[src/verilog/csr_pkg.sv]
// ##########################################################################
// Machine CSR unit definitions: widths, CSR addresses, field positions,
// cause codes and the structs shared by the CSR blocks
// ##########################################################################
`default_nettype none

package csr_pkg;

  localparam int unsigned xlen = 32;

  typedef logic [xlen-1:0] xlen_t;
  typedef logic [11:0]     csr_addr_t;
  typedef logic [31:0]     instr_t;
  typedef logic [63:0]     timer_t;

  // Machine CSR addresses
  localparam csr_addr_t addr_mstatus  = 12'h300;
  localparam csr_addr_t addr_misa     = 12'h301;
  localparam csr_addr_t addr_mie      = 12'h304;
  localparam csr_addr_t addr_mtvec    = 12'h305;
  localparam csr_addr_t addr_mscratch = 12'h340;
  localparam csr_addr_t addr_mepc     = 12'h341;
  localparam csr_addr_t addr_mcause   = 12'h342;
  localparam csr_addr_t addr_mtval    = 12'h343;
  localparam csr_addr_t addr_mip      = 12'h344;

  // mstatus field positions, mpp is two bits wide
  localparam int unsigned mstatus_mie  = 3;
  localparam int unsigned mstatus_mpie = 7;
  localparam int unsigned mstatus_mpp  = 11;

  // Interrupt bit positions in mip and mie, equal to their cause codes
  localparam int unsigned irq_msi = 3;
  localparam int unsigned irq_mti = 7;
  localparam int unsigned irq_mei = 11;

  // Exception cause codes
  localparam logic [3:0] exc_illegal = 4'd2;
  localparam logic [3:0] exc_ecall_u = 4'd8;
  localparam logic [3:0] exc_ecall_m = 4'd11;

  // MXL = 1 (RV32), extensions I and U
  localparam xlen_t misa_value = 32'h4010_0100;

  typedef enum logic [1:0] {
    priv_user    = 2'b00,
    priv_machine = 2'b11
  } priv_e;

  // One-hot CSR selection
  typedef struct packed {
    logic mstatus;
    logic misa;
    logic mie;
    logic mtvec;
    logic mscratch;
    logic mepc;
    logic mcause;
    logic mtval;
    logic mip;
  } csr_sel_t;

  // Committed write strobes per CSR and the write word
  typedef struct packed {
    csr_sel_t en;
    xlen_t    data;
  } csr_write_t;

  typedef struct packed {
    logic             status_mie;
    logic             status_mpie;
    priv_e            status_mpp;
    logic             msie;
    logic             mtie;
    logic             meie;
    logic [xlen-3:0]  mtvec_base;
    logic             mtvec_mode;
    xlen_t            mscratch;
    xlen_t            mepc;
    xlen_t            mcause;
    xlen_t            mtval;
    priv_e            priv;
  } csr_state_t;

  typedef struct packed {
    logic       trap;
    logic       interrupt;
    logic [3:0] code;
    // Set only for an illegal-instruction trap
    logic       illegal;
  } trap_t;

endpackage

`default_nettype wire
[src/verilog/csr_top.sv]
// ##########################################################################
// Machine-mode CSR unit top level for an RV32 M/U core
// ##########################################################################
`timescale 1ns/1ps
`default_nettype none

module csr_top (
  input  logic               clock,
  input  logic               reset,
  input  logic               wr_en,
  input  csr_pkg::csr_addr_t addr,
  input  csr_pkg::xlen_t     wr_data,
  input  logic               mret,
  input  logic               external_interrupt,
  input  logic               mem_msip,
  input  csr_pkg::timer_t    mem_mtime,
  input  csr_pkg::timer_t    mem_mtimecmp,
  input  csr_pkg::xlen_t     pc,
  input  csr_pkg::instr_t    instruction,
  input  logic               illegal_instruction,
  input  logic               ecall,
  output csr_pkg::xlen_t     rd_data,
  output logic               addr_exception,
  output csr_pkg::xlen_t     mepc,
  output csr_pkg::xlen_t     trap_addr,
  output logic               trap,
  output csr_pkg::priv_e     privilege_mode
);

  csr_pkg::csr_sel_t   sel;
  csr_pkg::csr_write_t wr;
  csr_pkg::csr_state_t state;
  csr_pkg::trap_t      trap_info;
  csr_pkg::xlen_t      mip;
  logic                mret_commit;

  csr_addr_decode u_decode (
    .addr           (addr),
    .wr_en          (wr_en),
    .wr_data        (wr_data),
    .mret           (mret),
    .trap           (trap_info.trap),
    .sel            (sel),
    .wr             (wr),
    .mret_commit    (mret_commit),
    .addr_exception (addr_exception)
  );

  csr_trap_unit u_trap (
    .state               (state),
    .mip                 (mip),
    .illegal_instruction (illegal_instruction),
    .ecall               (ecall),
    .trap_info           (trap_info)
  );

  csr_machine_regs u_regs (
    .clock              (clock),
    .reset              (reset),
    .wr                 (wr),
    .mret_commit        (mret_commit),
    .trap_info          (trap_info),
    .pc                 (pc),
    .instruction        (instruction),
    .external_interrupt (external_interrupt),
    .mem_msip           (mem_msip),
    .mem_mtime          (mem_mtime),
    .mem_mtimecmp       (mem_mtimecmp),
    .state              (state),
    .mip                (mip)
  );

  csr_result u_result (
    .sel       (sel),
    .state     (state),
    .mip       (mip),
    .trap_info (trap_info),
    .rd_data   (rd_data),
    .trap_addr (trap_addr)
  );

  assign mepc           = state.mepc;
  assign trap           = trap_info.trap;
  assign privilege_mode = state.priv;

endmodule

`default_nettype wire

[src/verilog/csr_result.sv]
// ##########################################################################
// CSR read data mux and trap target address
// ##########################################################################
`timescale 1ns/1ps
`default_nettype none

module csr_result (
  input  csr_pkg::csr_sel_t   sel,
  input  csr_pkg::csr_state_t state,
  input  csr_pkg::xlen_t      mip,
  input  csr_pkg::trap_t      trap_info,
  output csr_pkg::xlen_t      rd_data,
  output csr_pkg::xlen_t      trap_addr
);

  csr_pkg::xlen_t mstatus_word;
  csr_pkg::xlen_t mie_word;
  csr_pkg::xlen_t mtvec_word;
  csr_pkg::xlen_t base_addr;
  csr_pkg::xlen_t vector_offset;

  always_comb begin
    mstatus_word                                = '0;
    mstatus_word[csr_pkg::mstatus_mie]          = state.status_mie;
    mstatus_word[csr_pkg::mstatus_mpie]         = state.status_mpie;
    mstatus_word[csr_pkg::mstatus_mpp +: 2]     = state.status_mpp;

    mie_word                   = '0;
    mie_word[csr_pkg::irq_msi] = state.msie;
    mie_word[csr_pkg::irq_mti] = state.mtie;
    mie_word[csr_pkg::irq_mei] = state.meie;
  end

  // Bit 1 of mtvec is reserved and reads as zero
  assign mtvec_word = {state.mtvec_base, 1'b0, state.mtvec_mode};

  // Selection is one-hot, so an AND-OR mux is enough
  assign rd_data = ({csr_pkg::xlen{sel.mstatus}}  & mstatus_word)
                 | ({csr_pkg::xlen{sel.misa}}     & csr_pkg::misa_value)
                 | ({csr_pkg::xlen{sel.mie}}      & mie_word)
                 | ({csr_pkg::xlen{sel.mtvec}}    & mtvec_word)
                 | ({csr_pkg::xlen{sel.mscratch}} & state.mscratch)
                 | ({csr_pkg::xlen{sel.mepc}}     & state.mepc)
                 | ({csr_pkg::xlen{sel.mcause}}   & state.mcause)
                 | ({csr_pkg::xlen{sel.mtval}}    & state.mtval)
                 | ({csr_pkg::xlen{sel.mip}}      & mip);

  // Vectored mode offsets interrupts by 4 * cause
  assign base_addr     = {state.mtvec_base, 2'b00};
  assign vector_offset = {{(csr_pkg::xlen-6){1'b0}}, trap_info.code, 2'b00};
  assign trap_addr     = (state.mtvec_mode && trap_info.interrupt) ?
                         base_addr + vector_offset : base_addr;

endmodule

`default_nettype wire

[src/verilog/csr_machine_regs.sv]
// ##########################################################################
// Machine CSR state and privilege mode, updated by trap entry, mret and
// committed CSR writes, plus the live mip word
// ##########################################################################
`timescale 1ns/1ps
`default_nettype none

module csr_machine_regs (
  input  logic                clock,
  input  logic                reset,
  input  csr_pkg::csr_write_t wr,
  input  logic                mret_commit,
  input  csr_pkg::trap_t      trap_info,
  input  csr_pkg::xlen_t      pc,
  input  csr_pkg::instr_t     instruction,
  input  logic                external_interrupt,
  input  logic                mem_msip,
  input  csr_pkg::timer_t     mem_mtime,
  input  csr_pkg::timer_t     mem_mtimecmp,
  output csr_pkg::csr_state_t state,
  output csr_pkg::xlen_t      mip
);

  logic                     status_mie;
  logic                     status_mpie;
  csr_pkg::priv_e           status_mpp;
  csr_pkg::priv_e           priv;
  logic                     msie;
  logic                     mtie;
  logic                     meie;
  logic [csr_pkg::xlen-3:0] mtvec_base;
  logic                     mtvec_mode;
  csr_pkg::xlen_t           mscratch;
  csr_pkg::xlen_t           mepc;
  csr_pkg::xlen_t           mcause;
  csr_pkg::xlen_t           mtval;
  logic [1:0]               wr_mpp;
  logic                     mpp_legal;

  // mcause only holds the causes this core can raise
  function automatic logic cause_legal(input csr_pkg::xlen_t value);
    logic [csr_pkg::xlen-2:0] code;
    code = value[csr_pkg::xlen-2:0];
    if (value[csr_pkg::xlen-1]) begin
      cause_legal = (code == 31'(csr_pkg::irq_msi)) || (code == 31'(csr_pkg::irq_mti)) ||
                    (code == 31'(csr_pkg::irq_mei));
    end else begin
      cause_legal = (code == 31'(csr_pkg::exc_illegal)) ||
                    (code == 31'(csr_pkg::exc_ecall_u)) ||
                    (code == 31'(csr_pkg::exc_ecall_m));
    end
  endfunction

  // Only U or M are legal for mpp
  assign wr_mpp    = wr.data[csr_pkg::mstatus_mpp +: 2];
  assign mpp_legal = (wr_mpp == csr_pkg::priv_user) || (wr_mpp == csr_pkg::priv_machine);

  // mstatus and privilege
  always_ff @(posedge clock or posedge reset) begin
    if (reset) begin
      status_mie  <= 1'b0;
      status_mpie <= 1'b0;
      status_mpp  <= csr_pkg::priv_user;
      priv        <= csr_pkg::priv_machine;
    end else if (trap_info.trap) begin
      status_mpie <= status_mie;
      status_mie  <= 1'b0;
      status_mpp  <= priv;
      priv        <= csr_pkg::priv_machine;
    end else if (mret_commit) begin
      status_mie  <= status_mpie;
      status_mpie <= 1'b1;
      priv        <= status_mpp;
      status_mpp  <= csr_pkg::priv_user;
    end else if (wr.en.mstatus) begin
      status_mie  <= wr.data[csr_pkg::mstatus_mie];
      status_mpie <= wr.data[csr_pkg::mstatus_mpie];
      if (mpp_legal) begin
        status_mpp <= csr_pkg::priv_e'(wr_mpp);
      end
    end
  end

  // mie enables and mtvec
  always_ff @(posedge clock or posedge reset) begin
    if (reset) begin
      msie       <= 1'b0;
      mtie       <= 1'b0;
      meie       <= 1'b0;
      mtvec_base <= '0;
      mtvec_mode <= 1'b0;
    end else begin
      if (wr.en.mie) begin
        msie <= wr.data[csr_pkg::irq_msi];
        mtie <= wr.data[csr_pkg::irq_mti];
        meie <= wr.data[csr_pkg::irq_mei];
      end
      if (wr.en.mtvec) begin
        mtvec_base <= wr.data[csr_pkg::xlen-1:2];
        mtvec_mode <= wr.data[0];
      end
    end
  end

  // Trap record registers and mscratch
  always_ff @(posedge clock or posedge reset) begin
    if (reset) begin
      mscratch <= '0;
      mepc     <= '0;
      mcause   <= '0;
      mtval    <= '0;
    end else if (trap_info.trap) begin
      mepc   <= pc;
      mcause <= {trap_info.interrupt, {(csr_pkg::xlen-5){1'b0}}, trap_info.code};
      // Faulting word kept only for illegal instruction
      if (trap_info.illegal) begin
        mtval <= instruction;
      end
    end else begin
      if (wr.en.mscratch) begin
        mscratch <= wr.data;
      end
      if (wr.en.mepc) begin
        mepc <= {wr.data[csr_pkg::xlen-1:2], 2'b00};
      end
      if (wr.en.mcause && cause_legal(wr.data)) begin
        mcause <= wr.data;
      end
      if (wr.en.mtval) begin
        mtval <= wr.data;
      end
    end
  end

  // Pending bits come straight from the platform
  always_comb begin
    mip                   = '0;
    mip[csr_pkg::irq_msi] = mem_msip;
    mip[csr_pkg::irq_mti] = (mem_mtime >= mem_mtimecmp);
    mip[csr_pkg::irq_mei] = external_interrupt;
  end

  always_comb begin
    state.status_mie  = status_mie;
    state.status_mpie = status_mpie;
    state.status_mpp  = status_mpp;
    state.msie        = msie;
    state.mtie        = mtie;
    state.meie        = meie;
    state.mtvec_base  = mtvec_base;
    state.mtvec_mode  = mtvec_mode;
    state.mscratch    = mscratch;
    state.mepc        = mepc;
    state.mcause      = mcause;
    state.mtval       = mtval;
    state.priv        = priv;
  end

endmodule

`default_nettype wire

[src/verilog/csr_trap_unit.sv]
// ##########################################################################
// Trap arbitration: qualifies machine interrupts and exceptions, picks the
// highest priority event and forms its cause
// ##########################################################################
`timescale 1ns/1ps
`default_nettype none

module csr_trap_unit (
  input  csr_pkg::csr_state_t state,
  input  csr_pkg::xlen_t      mip,
  input  logic                illegal_instruction,
  input  logic                ecall,
  output csr_pkg::trap_t      trap_info
);

  logic user_mode;
  logic global_en;
  logic mei_take;
  logic mti_take;
  logic msi_take;
  logic illegal_take;
  logic ecall_take;

  assign user_mode = (state.priv == csr_pkg::priv_user);

  // Machine traps are always open from user mode, gated by mstatus.mie
  // in machine mode
  assign global_en = user_mode | state.status_mie;

  // Interrupt needs both its pending bit and its enable bit
  assign mei_take = mip[csr_pkg::irq_mei] & state.meie & global_en;
  assign mti_take = mip[csr_pkg::irq_mti] & state.mtie & global_en;
  assign msi_take = mip[csr_pkg::irq_msi] & state.msie & global_en;

  // Exceptions follow the same privilege rule
  assign illegal_take = illegal_instruction & global_en;
  assign ecall_take   = ecall & global_en;

  // Fixed priority MEI > MTI > MSI > illegal > ecall
  always_comb begin
    trap_info = '0;
    if (mei_take) begin
      trap_info.trap      = 1'b1;
      trap_info.interrupt = 1'b1;
      trap_info.code      = 4'(csr_pkg::irq_mei);
    end else if (mti_take) begin
      trap_info.trap      = 1'b1;
      trap_info.interrupt = 1'b1;
      trap_info.code      = 4'(csr_pkg::irq_mti);
    end else if (msi_take) begin
      trap_info.trap      = 1'b1;
      trap_info.interrupt = 1'b1;
      trap_info.code      = 4'(csr_pkg::irq_msi);
    end else if (illegal_take) begin
      trap_info.trap    = 1'b1;
      trap_info.code    = csr_pkg::exc_illegal;
      trap_info.illegal = 1'b1;
    end else if (ecall_take) begin
      trap_info.trap = 1'b1;
      // Cause depends on the mode the ecall came from
      trap_info.code = user_mode ? csr_pkg::exc_ecall_u : csr_pkg::exc_ecall_m;
    end
  end

endmodule

`default_nettype wire

[src/verilog/csr_addr_decode.sv]
// ##########################################################################
// CSR address decode: one-hot selection, committed write strobes, mret
// ##########################################################################
`timescale 1ns/1ps
`default_nettype none

module csr_addr_decode (
  input  csr_pkg::csr_addr_t  addr,
  input  logic                wr_en,
  input  csr_pkg::xlen_t      wr_data,
  input  logic                mret,
  input  logic                trap,
  output csr_pkg::csr_sel_t   sel,
  output csr_pkg::csr_write_t wr,
  output logic                mret_commit,
  output logic                addr_exception
);

  logic wr_commit;

  always_comb begin
    sel            = '0;
    addr_exception = 1'b0;
    case (addr)
      csr_pkg::addr_mstatus:  sel.mstatus  = 1'b1;
      csr_pkg::addr_misa:     sel.misa     = 1'b1;
      csr_pkg::addr_mie:      sel.mie      = 1'b1;
      csr_pkg::addr_mtvec:    sel.mtvec    = 1'b1;
      csr_pkg::addr_mscratch: sel.mscratch = 1'b1;
      csr_pkg::addr_mepc:     sel.mepc     = 1'b1;
      csr_pkg::addr_mcause:   sel.mcause   = 1'b1;
      csr_pkg::addr_mtval:    sel.mtval    = 1'b1;
      csr_pkg::addr_mip:      sel.mip      = 1'b1;
      default:                addr_exception = 1'b1;
    endcase
  end

  // A trap wins over mret, and both win over a write
  assign mret_commit = mret & ~trap;
  assign wr_commit   = wr_en & ~mret & ~trap;

  assign wr.en   = wr_commit ? sel : '0;
  assign wr.data = wr_data;

endmodule

`default_nettype wire

[config.mk]
export PLATFORM = sky130hd
export DESIGN_NAME = csr_top
export DESIGN_NICKNAME = d
export VERILOG_FILES = /design/src/verilog/csr_pkg.sv /design/src/verilog/csr_top.sv /design/src/verilog/csr_result.sv /design/src/verilog/csr_machine_regs.sv /design/src/verilog/csr_trap_unit.sv /design/src/verilog/csr_addr_decode.sv
export SDC_FILE = /design/constraint.sdc
export NUM_CORES = 1
export LEC_CHECK = 0
export ABC_AREA = 1
export BUFFER_PORTS_ARGS = -buffer_cell sky130_fd_sc_hd__buf_2
export CAP_MARGIN = 30
export CORE_MARGIN = 2
export CORE_UTILIZATION = 53
export CTS_CLUSTER_SIZE = 28
export DETAILED_ROUTE_END_ITERATION = 10
export PLACE_DENSITY = 0.92
export SYNTH_ARGS = -nofsm -noshare
export SYNTH_HDL_FRONTEND = slang
export SYNTH_SLANG_ARGS = --single-unit
[constraint.sdc]
create_clock -name clock -period 7.1 [get_ports clock]
set_input_delay 0.71 -clock clock [delete_from_list [all_inputs] [get_ports clock]]
set_output_delay 0.71 -clock clock [all_outputs]
set_load 0.01 [all_outputs]
==> qor.csv, run 1 <==
stage;metric;value;unit
status;outcome;finished, final reports clean;
logic_synthesis;seq_area_frac_synth;0.364;
sta;finClkSkew;0.00742;ns
finish;drive_above_1_share;0.213;
logic_synthesis;synth_fa_ha_area_frac;0.0754;
global_route;grt_pass1_vias;11700;
drt;drcViolationCount;0;
logic_synthesis;ys.flop_type;dfrtp_1;
clock_tree;cts_resized;0;
logic_synthesis;synth_edf_count;0;
finish;layout_commonest_cell;nand2_1;
clock_tree;cts_sinks;168;
pwr;power_frac_seq;0.373;
setup_path;required;6.39;ns
finish;areaGrowthSynthToFinish;18.7;%
floorplanning;die_w;152;um
logic_synthesis;synth_area_leader_cell;dfrtp_1;
placement;placed_area;0.0131;mm2
finish;layoutNonFillerInstCount;2195;
finish;nNetsFinal;2219;
logic_synthesis;synthMuxAreaShare;0;
sta;rsz0062_at_grt;no;
setup_path;startpoint_type;input pin;
clock_tree;clk_pin_slew;0.06;ns
drt;wl_per_cell;18.0;um
logic_synthesis;synth-compound-area-share;0.129;
placement;hpwl;30.0;mm
drt;antenna_left;0;
global_route;grt_pass1_wl;60.6;mm
finish;stdcell_area;0.0137;mm2
logic_synthesis;synth_cells;1631;
drt;firstDrtPassIters;7;
sta;slew_violations;0;
global_route;grt-ovfl-total;0;
pwr;ir_drop;0.205;mV
sta;layout_worst_path_cycle_share;0.765;
clock_tree;cts_hold_buf;0;
logic_synthesis;syn_area_per_cell;7.08;um2
pwr;power.net_switching;0.00140;W
logic_synthesis;yosysWarnings;0;
setup_path;crit_arrival;4.72;ns
logic_synthesis;synth_seq_cells;168;
finish;final_cell_mix;527 x nand2_1, 341 x buf_2, 216 x inv_1;
sta;setup_viol;0;
placement;dp.cells;2161;
logic_synthesis;yosys.area.top_type_share;0.360;
logic_synthesis;synth_top_family_by_area;simple AND/OR/NAND/NOR gates;
sta;timing.fmax;184;MHz
drt;wl;39.5;mm
sta;period_minus_slack;5.43;ns
logic_synthesis;synthSimpleGateAreaFrac;0.284;
global_route;grt_antenna_before_repair;2;
global_route;track_usage;0.344;
pwr;p_leak;7.65;nW
logic_synthesis;ys_types;50;
pwr;clockPowerShare;0.268;
clock_tree;postCtsSetupRepairBufs;0;
placement;io_buffers;341;
logic_synthesis;synth_xor_area_frac;0.0212;
sta;slew_headroom;0.442;
placement;gp_congestion;0.936;
pwr;p_per_area;259;mW/mm2
clock_tree;clk_path_buf_depth;2;
sta;max_slew.worst_pin.slew;0.837;ns
clock_tree;htree_levels;4;
logic_synthesis;synthArstFlopShare;1.00;
flow_run;max_cap_viol_count;0;
floorplanning;die_h;152;um
clock_tree;cts_root_buf;clkbuf_16;
sta;final_hold_viol_count;0;
global_route;grt_max_degree;104;
clock_tree;cts_buffers;17;
floorplanning;initial_core_util;0.544;
finish;nFillCells;1863;
logic_synthesis;syn_area;0.0115;mm2
min_path;min_path_type;input pin to async pin;
clock_tree;cts_tree;done;
floorplanning;core;0.0212;mm2
setup_path;endpoint_kind;primary output;
floorplanning;die_area;0.0230;mm2
finish;fin_util;0.646;
drt;viasPerCell;5.64;
drt;drt_first_iter_violations;1440;
setup_path;critical_path_class;input pin to primary output;
finish;multi_input_area;0.00589;mm2
floorplanning;rows;53;
finish;regArea;0.00421;mm2
setup_path;cp_max_fo;6;
logic_synthesis;yosys-top-cells-area;dfrtp_1 36%, nand2_1 17%, ha_1 7.4%;
pwr;p_sw_frac;0.394;
drt;route.vias.total;12400;
pwr;p_comb_frac;0.358;
clock_tree;clock_latency;0.43;ns
floorplanning;ios;344;
sta;setup_tns;0;ns
pwr;p_int;0.00215;W
pwr;p_total;0.00355;W
## layer usage
layer	vias to the layer above	global-route usage	part of all wire
li1	5758	-	-
met1	5636	0.455	0.38
met2	885	0.531	0.45
met3	105	0.0988	0.14
met4	0	0.142	0.035
met5	-	0	0
## cells by family (layout without fill, tap and decap cells)
group | Yosys count | after routing
other cells | 1 | 4
simple gates | 785 | 785
flops | 168 | 168
buf+inv | 320 | 606
compound gates | 260 | 260
fa+ha+maj | 69 | 69
xor+xnor | 28 | 28
## worst paths after layout
path / cells after the start / slack [ns] / start / to
max: 27 / 1.67 / mem_mtimecmp[55] / trap_addr[26]
min: 2 / 0.15 / reset / u_regs.mscratch[5]
max reg2reg: 12 / 3.40 / u_regs.priv[1] / u_regs.mcause[0]
min reg2reg: 2 / 0.49 / u_regs.mcause[10] / u_regs.mcause[10]
max in group asynchronous: 4 / 5.47 / reset / u_regs.mepc[26]
min in group clock: 3 / 0.49 / pc[1] / u_regs.mepc[1]
## synthesized netlist by cell type (25+ instances only)
library cell and n:
a21oi_1 35, buf_2 30, buf_4 45, dfrtp_1 166
ha_1 68, inv_1 217, nand2_1 527, nand3_1 88
nor2_1 100, o21ai_0 112, o21ai_1 60, xor2_1 25
## critical path, stage by stage
cell and delay [ns]:
buf_2 0.07, inv_1 0.04, ha_1 0.29, nand2_1 0.08, nor2_1 0.15, nor3b_2 0.19
nand2_1 0.13, nor2_1 0.13, nand2_1 0.07, nand2_1 0.07, nor2_2 0.05, nand2_4 0.08
nand2_4 0.07, nand2_1 0.08, nor2_2 0.06, nand2_1 0.14, ha_1 0.18, inv_1 0.08
fa_1 0.43, inv_1 0.12, a31oi_1 0.19, nor4_1 0.59, nand4_1 0.20, xor2_1 0.19
nand2_1 0.06, o21ai_0 0.08, buf_2 0.17
## per-stage QoR
stage / worst slack [ns] / hold WS (ns)
3_3_place_gp: 2.02 / 0.466
5_1_grt: 1.34 / 0.131
2_1_floorplan: 1.85 / 0.449
3_5_place_dp: 1.76 / 0.472
4_1_cts: 1.71 / 0.476
6_report: 1.67 / 0.146
## sequential cells by signal, summed over array words and instances, names as in the netlist
register and count:
u_regs.mcause 32, u_regs.meie 1, u_regs.mepc 32, u_regs.mscratch 32, u_regs.msie 1, u_regs.mtie 1, u_regs.mtval 32, u_regs.mtvec_base 30
u_regs.mtvec_mode 1, u_regs.priv 2, u_regs.status_mie 1, u_regs.status_mpie 1, u_regs.status_mpp 2
## power by group through the flow
stage | clock, W | combinational (W) | sequential [W]
finish | 0.000951 | 0.00127 | 0.00132
global route | 0.000992 | 0.00142 | 0.00134
CTS | 0.000952 | 0.00125 | 0.00131
detailed placement | 0 | 0.00124 | 0.00133
global placement | 0 | 0.00120 | 0.00132
floorplan | 0 | 0.00104 | 0.00128
## area by class of cell
class,instances,share of cell area
Multi-Input combinational cell,1144,0.430
Clock inverter,7,0.00849
Timing Repair Buffer,351,0.132
Tap cell,275,0.0251
Antenna cell,2,0.000365
Sequential cell,168,0.307
Inverter,224,0.0617
Clock buffer,24,0.0352
Power figures use the tool's default switching activity.
==> inputs of run 2 (changes only) <==
--- a/config.mk
+++ b/config.mk
@@ -9,10 +9,10 @@
 export BUFFER_PORTS_ARGS = -buffer_cell sky130_fd_sc_hd__buf_2
 export CAP_MARGIN = 30
 export CORE_MARGIN = 2
-export CORE_UTILIZATION = 53
+export CORE_UTILIZATION = 48
 export CTS_CLUSTER_SIZE = 28
 export DETAILED_ROUTE_END_ITERATION = 10
-export PLACE_DENSITY = 0.92
+export PLACE_DENSITY = 0.88
 export SYNTH_ARGS = -nofsm -noshare
 export SYNTH_HDL_FRONTEND = slang
 export SYNTH_SLANG_ARGS = --single-unit
==> constraint.sdc (replaced) <==
create_clock -name clock -period 4.6 [get_ports clock]
set_input_delay 0.46 -clock clock [delete_from_list [all_inputs] [get_ports clock]]
set_output_delay 0.46 -clock clock [all_outputs]
set_load 0.01 [all_outputs]
==> run 2 against run 1 <==
Against the previous run:
- worst setup slack lost 1.5 ns
- clock power increased by 49%
- combinational power is 57% higher
- critical path type unchanged
- largest cell class unchanged
- first-iteration DRC count is 14% lower
- clock skew increased by 0.0017 ns
- power is 54% higher
- routed wire length grew 0.24%
- critical path depth decreased by 1
==> qor.csv, run 2 (synthesis results as in run 1) <==
stage;metric;value;unit;change
status;outcome;finished, final reports clean;;unchanged
pwr;p_per_area;394;mW/mm2;was 259 mW/mm2
global_route;grt_antenna_before_repair;1;;was 2
setup_path;r2r-start;u_regs.priv[1];;unchanged
sta;setup_viol;0;;unchanged
sta;slew_headroom;0.356;;was 0.442
flow_run;max_cap_viol_count;0;;unchanged
drt;wl;39.6;mm;was 39.5 mm
sta;final_hold_viol_count;0;;unchanged
placement;dp.cells;2213;;was 2161
placement;hpwl;29.8;mm;was 30.0 mm
sta;finClkSkew;0.00909;ns;was 0.00742 ns
sta;period_minus_slack;4.44;ns;
setup_path;cp_slowest_cell;fa_2;;was nor4_1
drt;viasPerCell;5.42;;was 5.64
min_path;min_path_type;input pin to async pin;;unchanged
global_route;grt_max_degree;169;;was 104
drt;drt_first_iter_violations;1234;;was 1440
clock_tree;clock_latency;0.43;ns;about the same
floorplanning;ios;344;;unchanged
sta;rsz0062_at_grt;yes;;was no
setup_path;endpoint_kind;primary output;;unchanged
floorplanning;die_area;0.0253;mm2;was 0.0230 mm2
drt;firstDrtPassIters;7;;unchanged
global_route;grt-ovfl-total;0;;unchanged
clock_tree;clk_pin_slew;0.07;ns;was 0.06 ns
setup_path;startpoint_type;input pin;;unchanged
setup_path;cp_slowest_stage_delay;0.42;ns;was 0.59 ns
sta;max_slew.worst_pin.slew;0.966;ns;was 0.837 ns
pwr;ir_drop;0.336;mV;was 0.205 mV
pwr;p_leak;7.70;nW;was 7.65 nW
drt;drcViolationCount;0;;unchanged
clock_tree;cts_tree;done;;unchanged
finish;nNetsFinal;2232;;was 2219
drt;wl_per_cell;17.6;um;was 18.0 um
setup_path;r2r_setup_slack;1.49;ns;was 3.40 ns
floorplanning;initial_core_util;0.490;;was 0.544
global_route;track_usage;0.307;;was 0.344
finish;final_cell_mix;524 x nand2_1, 341 x buf_2, 213 x inv_1;;was 527 x nand2_1, 341 x buf_2, 216 x inv_1
drt;route.vias.total;12200;;was 12400
clock_tree;htree_levels;4;;unchanged
finish;fin_util;0.591;;was 0.646
finish;layoutNonFillerInstCount;2250;;was 2195
setup_path;crit_arrival;3.98;ns;was 4.72 ns
setup_path;critical_path_class;input pin to primary output;;unchanged
floorplanning;core;0.0235;mm2;was 0.0212 mm2
clock_tree;cts_sinks;168;;unchanged
floorplanning;rows;56;;was 53
floorplanning;die_w;159;um;was 152 um
finish;drive_above_1_share;0.228;;was 0.213
sta;timing.fmax;225;MHz;
setup_path;timing.rr.end;u_regs.mcause[0];;unchanged
global_route;grt_pass1_vias;11600;;was 11700
setup_path;cp_max_fo;4;;was 6
setup_path;required;4.14;ns;was 6.39 ns
finish;areaGrowthSynthToFinish;20.5;%;was 18.7%
finish;layout_commonest_cell;nand2_1;;unchanged
drt;antenna_left;0;;unchanged
global_route;grt_pass1_wl;61.6;mm;was 60.6 mm
clock_tree;cts_buffers;17;;unchanged
placement;io_buffers;341;;unchanged
floorplanning;die_h;159;um;was 152 um
placement;gp_congestion;0.940;;was 0.936
sta;slew_violations;0;;unchanged
clock_tree;cts_root_buf;clkbuf_16;;unchanged
setup_path;reg2reg_depth;10;;was 12
clock_tree;clk_path_buf_depth;2;;unchanged
sta;finalHoldWorstSlack;0.215;ns;was 0.146 ns
sta;layout_worst_path_cycle_share;0.965;;
==> run 2: how the worst max path moves through the flow <==
stage	startpoint	endpoint	slack, ns	cells after the start
after global routing	mem_mtimecmp[55]	trap_addr[25]	-0.18	23
after detailed placement	mem_mtimecmp[55]	trap_addr[31]	0.01	24
after CTS	mem_mtimecmp[55]	trap_addr[31]	0.01	24
final	mem_mtimecmp[55]	trap_addr[26]	0.16	26
after global placement	mem_mtimecmp[55]	trap_addr[31]	0.05	24
after floorplan	mem_mtimecmp[55]	trap_addr[26]	0.62	25
==> run 2: final cells by class <==
cell class / instances / area, um2
clock inverter: 8 / 96.3
fill: 2199 / 9640
timing repair buffer: 364 / 1900
sequential: 168 / 4210
clock buffer: 22 / 484
multi-input combinational: 1144 / 5970
tap: 319 / 399
inverter: 224 / 845
antenna: 1 / 2.50
==> run 2: metrics by stage <==
stage	power [W]	TNS, ns	cell area, um2	setup slack [ns]
2_1_floorplan	0.00358	0	11600	0.620
3_3_place_gp	0.00394	0	13200	0.0455
3_5_place_dp	0.00400	0	13200	0.0100
4_1_cts	0.00542	0	13800	0.0124
5_1_grt	0.00581	-0.810	13900	-0.182
6_report	0.00547	0	13900	0.163
==> run 2: what timing repair did <==
action,4_1_cts,5_1_grt
setup buffers,0,6
hold endpoints to repair,0,0
hold buffers,0,0
endpoints found under the setup margin,0,17
gates resized for setup,0,21
==> run 2: power breakdown <==
group / switching, W / total [W] / internal (W)
Combinational: 0.00134 / 0.00200 / 0.000662
Sequential: 0.000247 / 0.00205 / 0.00180
Clock: 0.000576 / 0.00142 / 0.000848
==> run 2: per-layer routing <==
metal  global-route usage  part of all wire
met1                0.415              0.41
met2                0.486              0.45
met3               0.0706              0.11
met4                0.105             0.032
met5                    0                 0
==> run 2: critical path: cells and delay by family <==
family / cells / cell delay [ns]
buffers and inverters: 6 / 0.63
xor gates and xnor gates: 1 / 0.19
and+or+nand+nor: 14 / 1.62
AOI/OAI and AO/OA: 2 / 0.22
adders and majority gates: 3 / 0.84
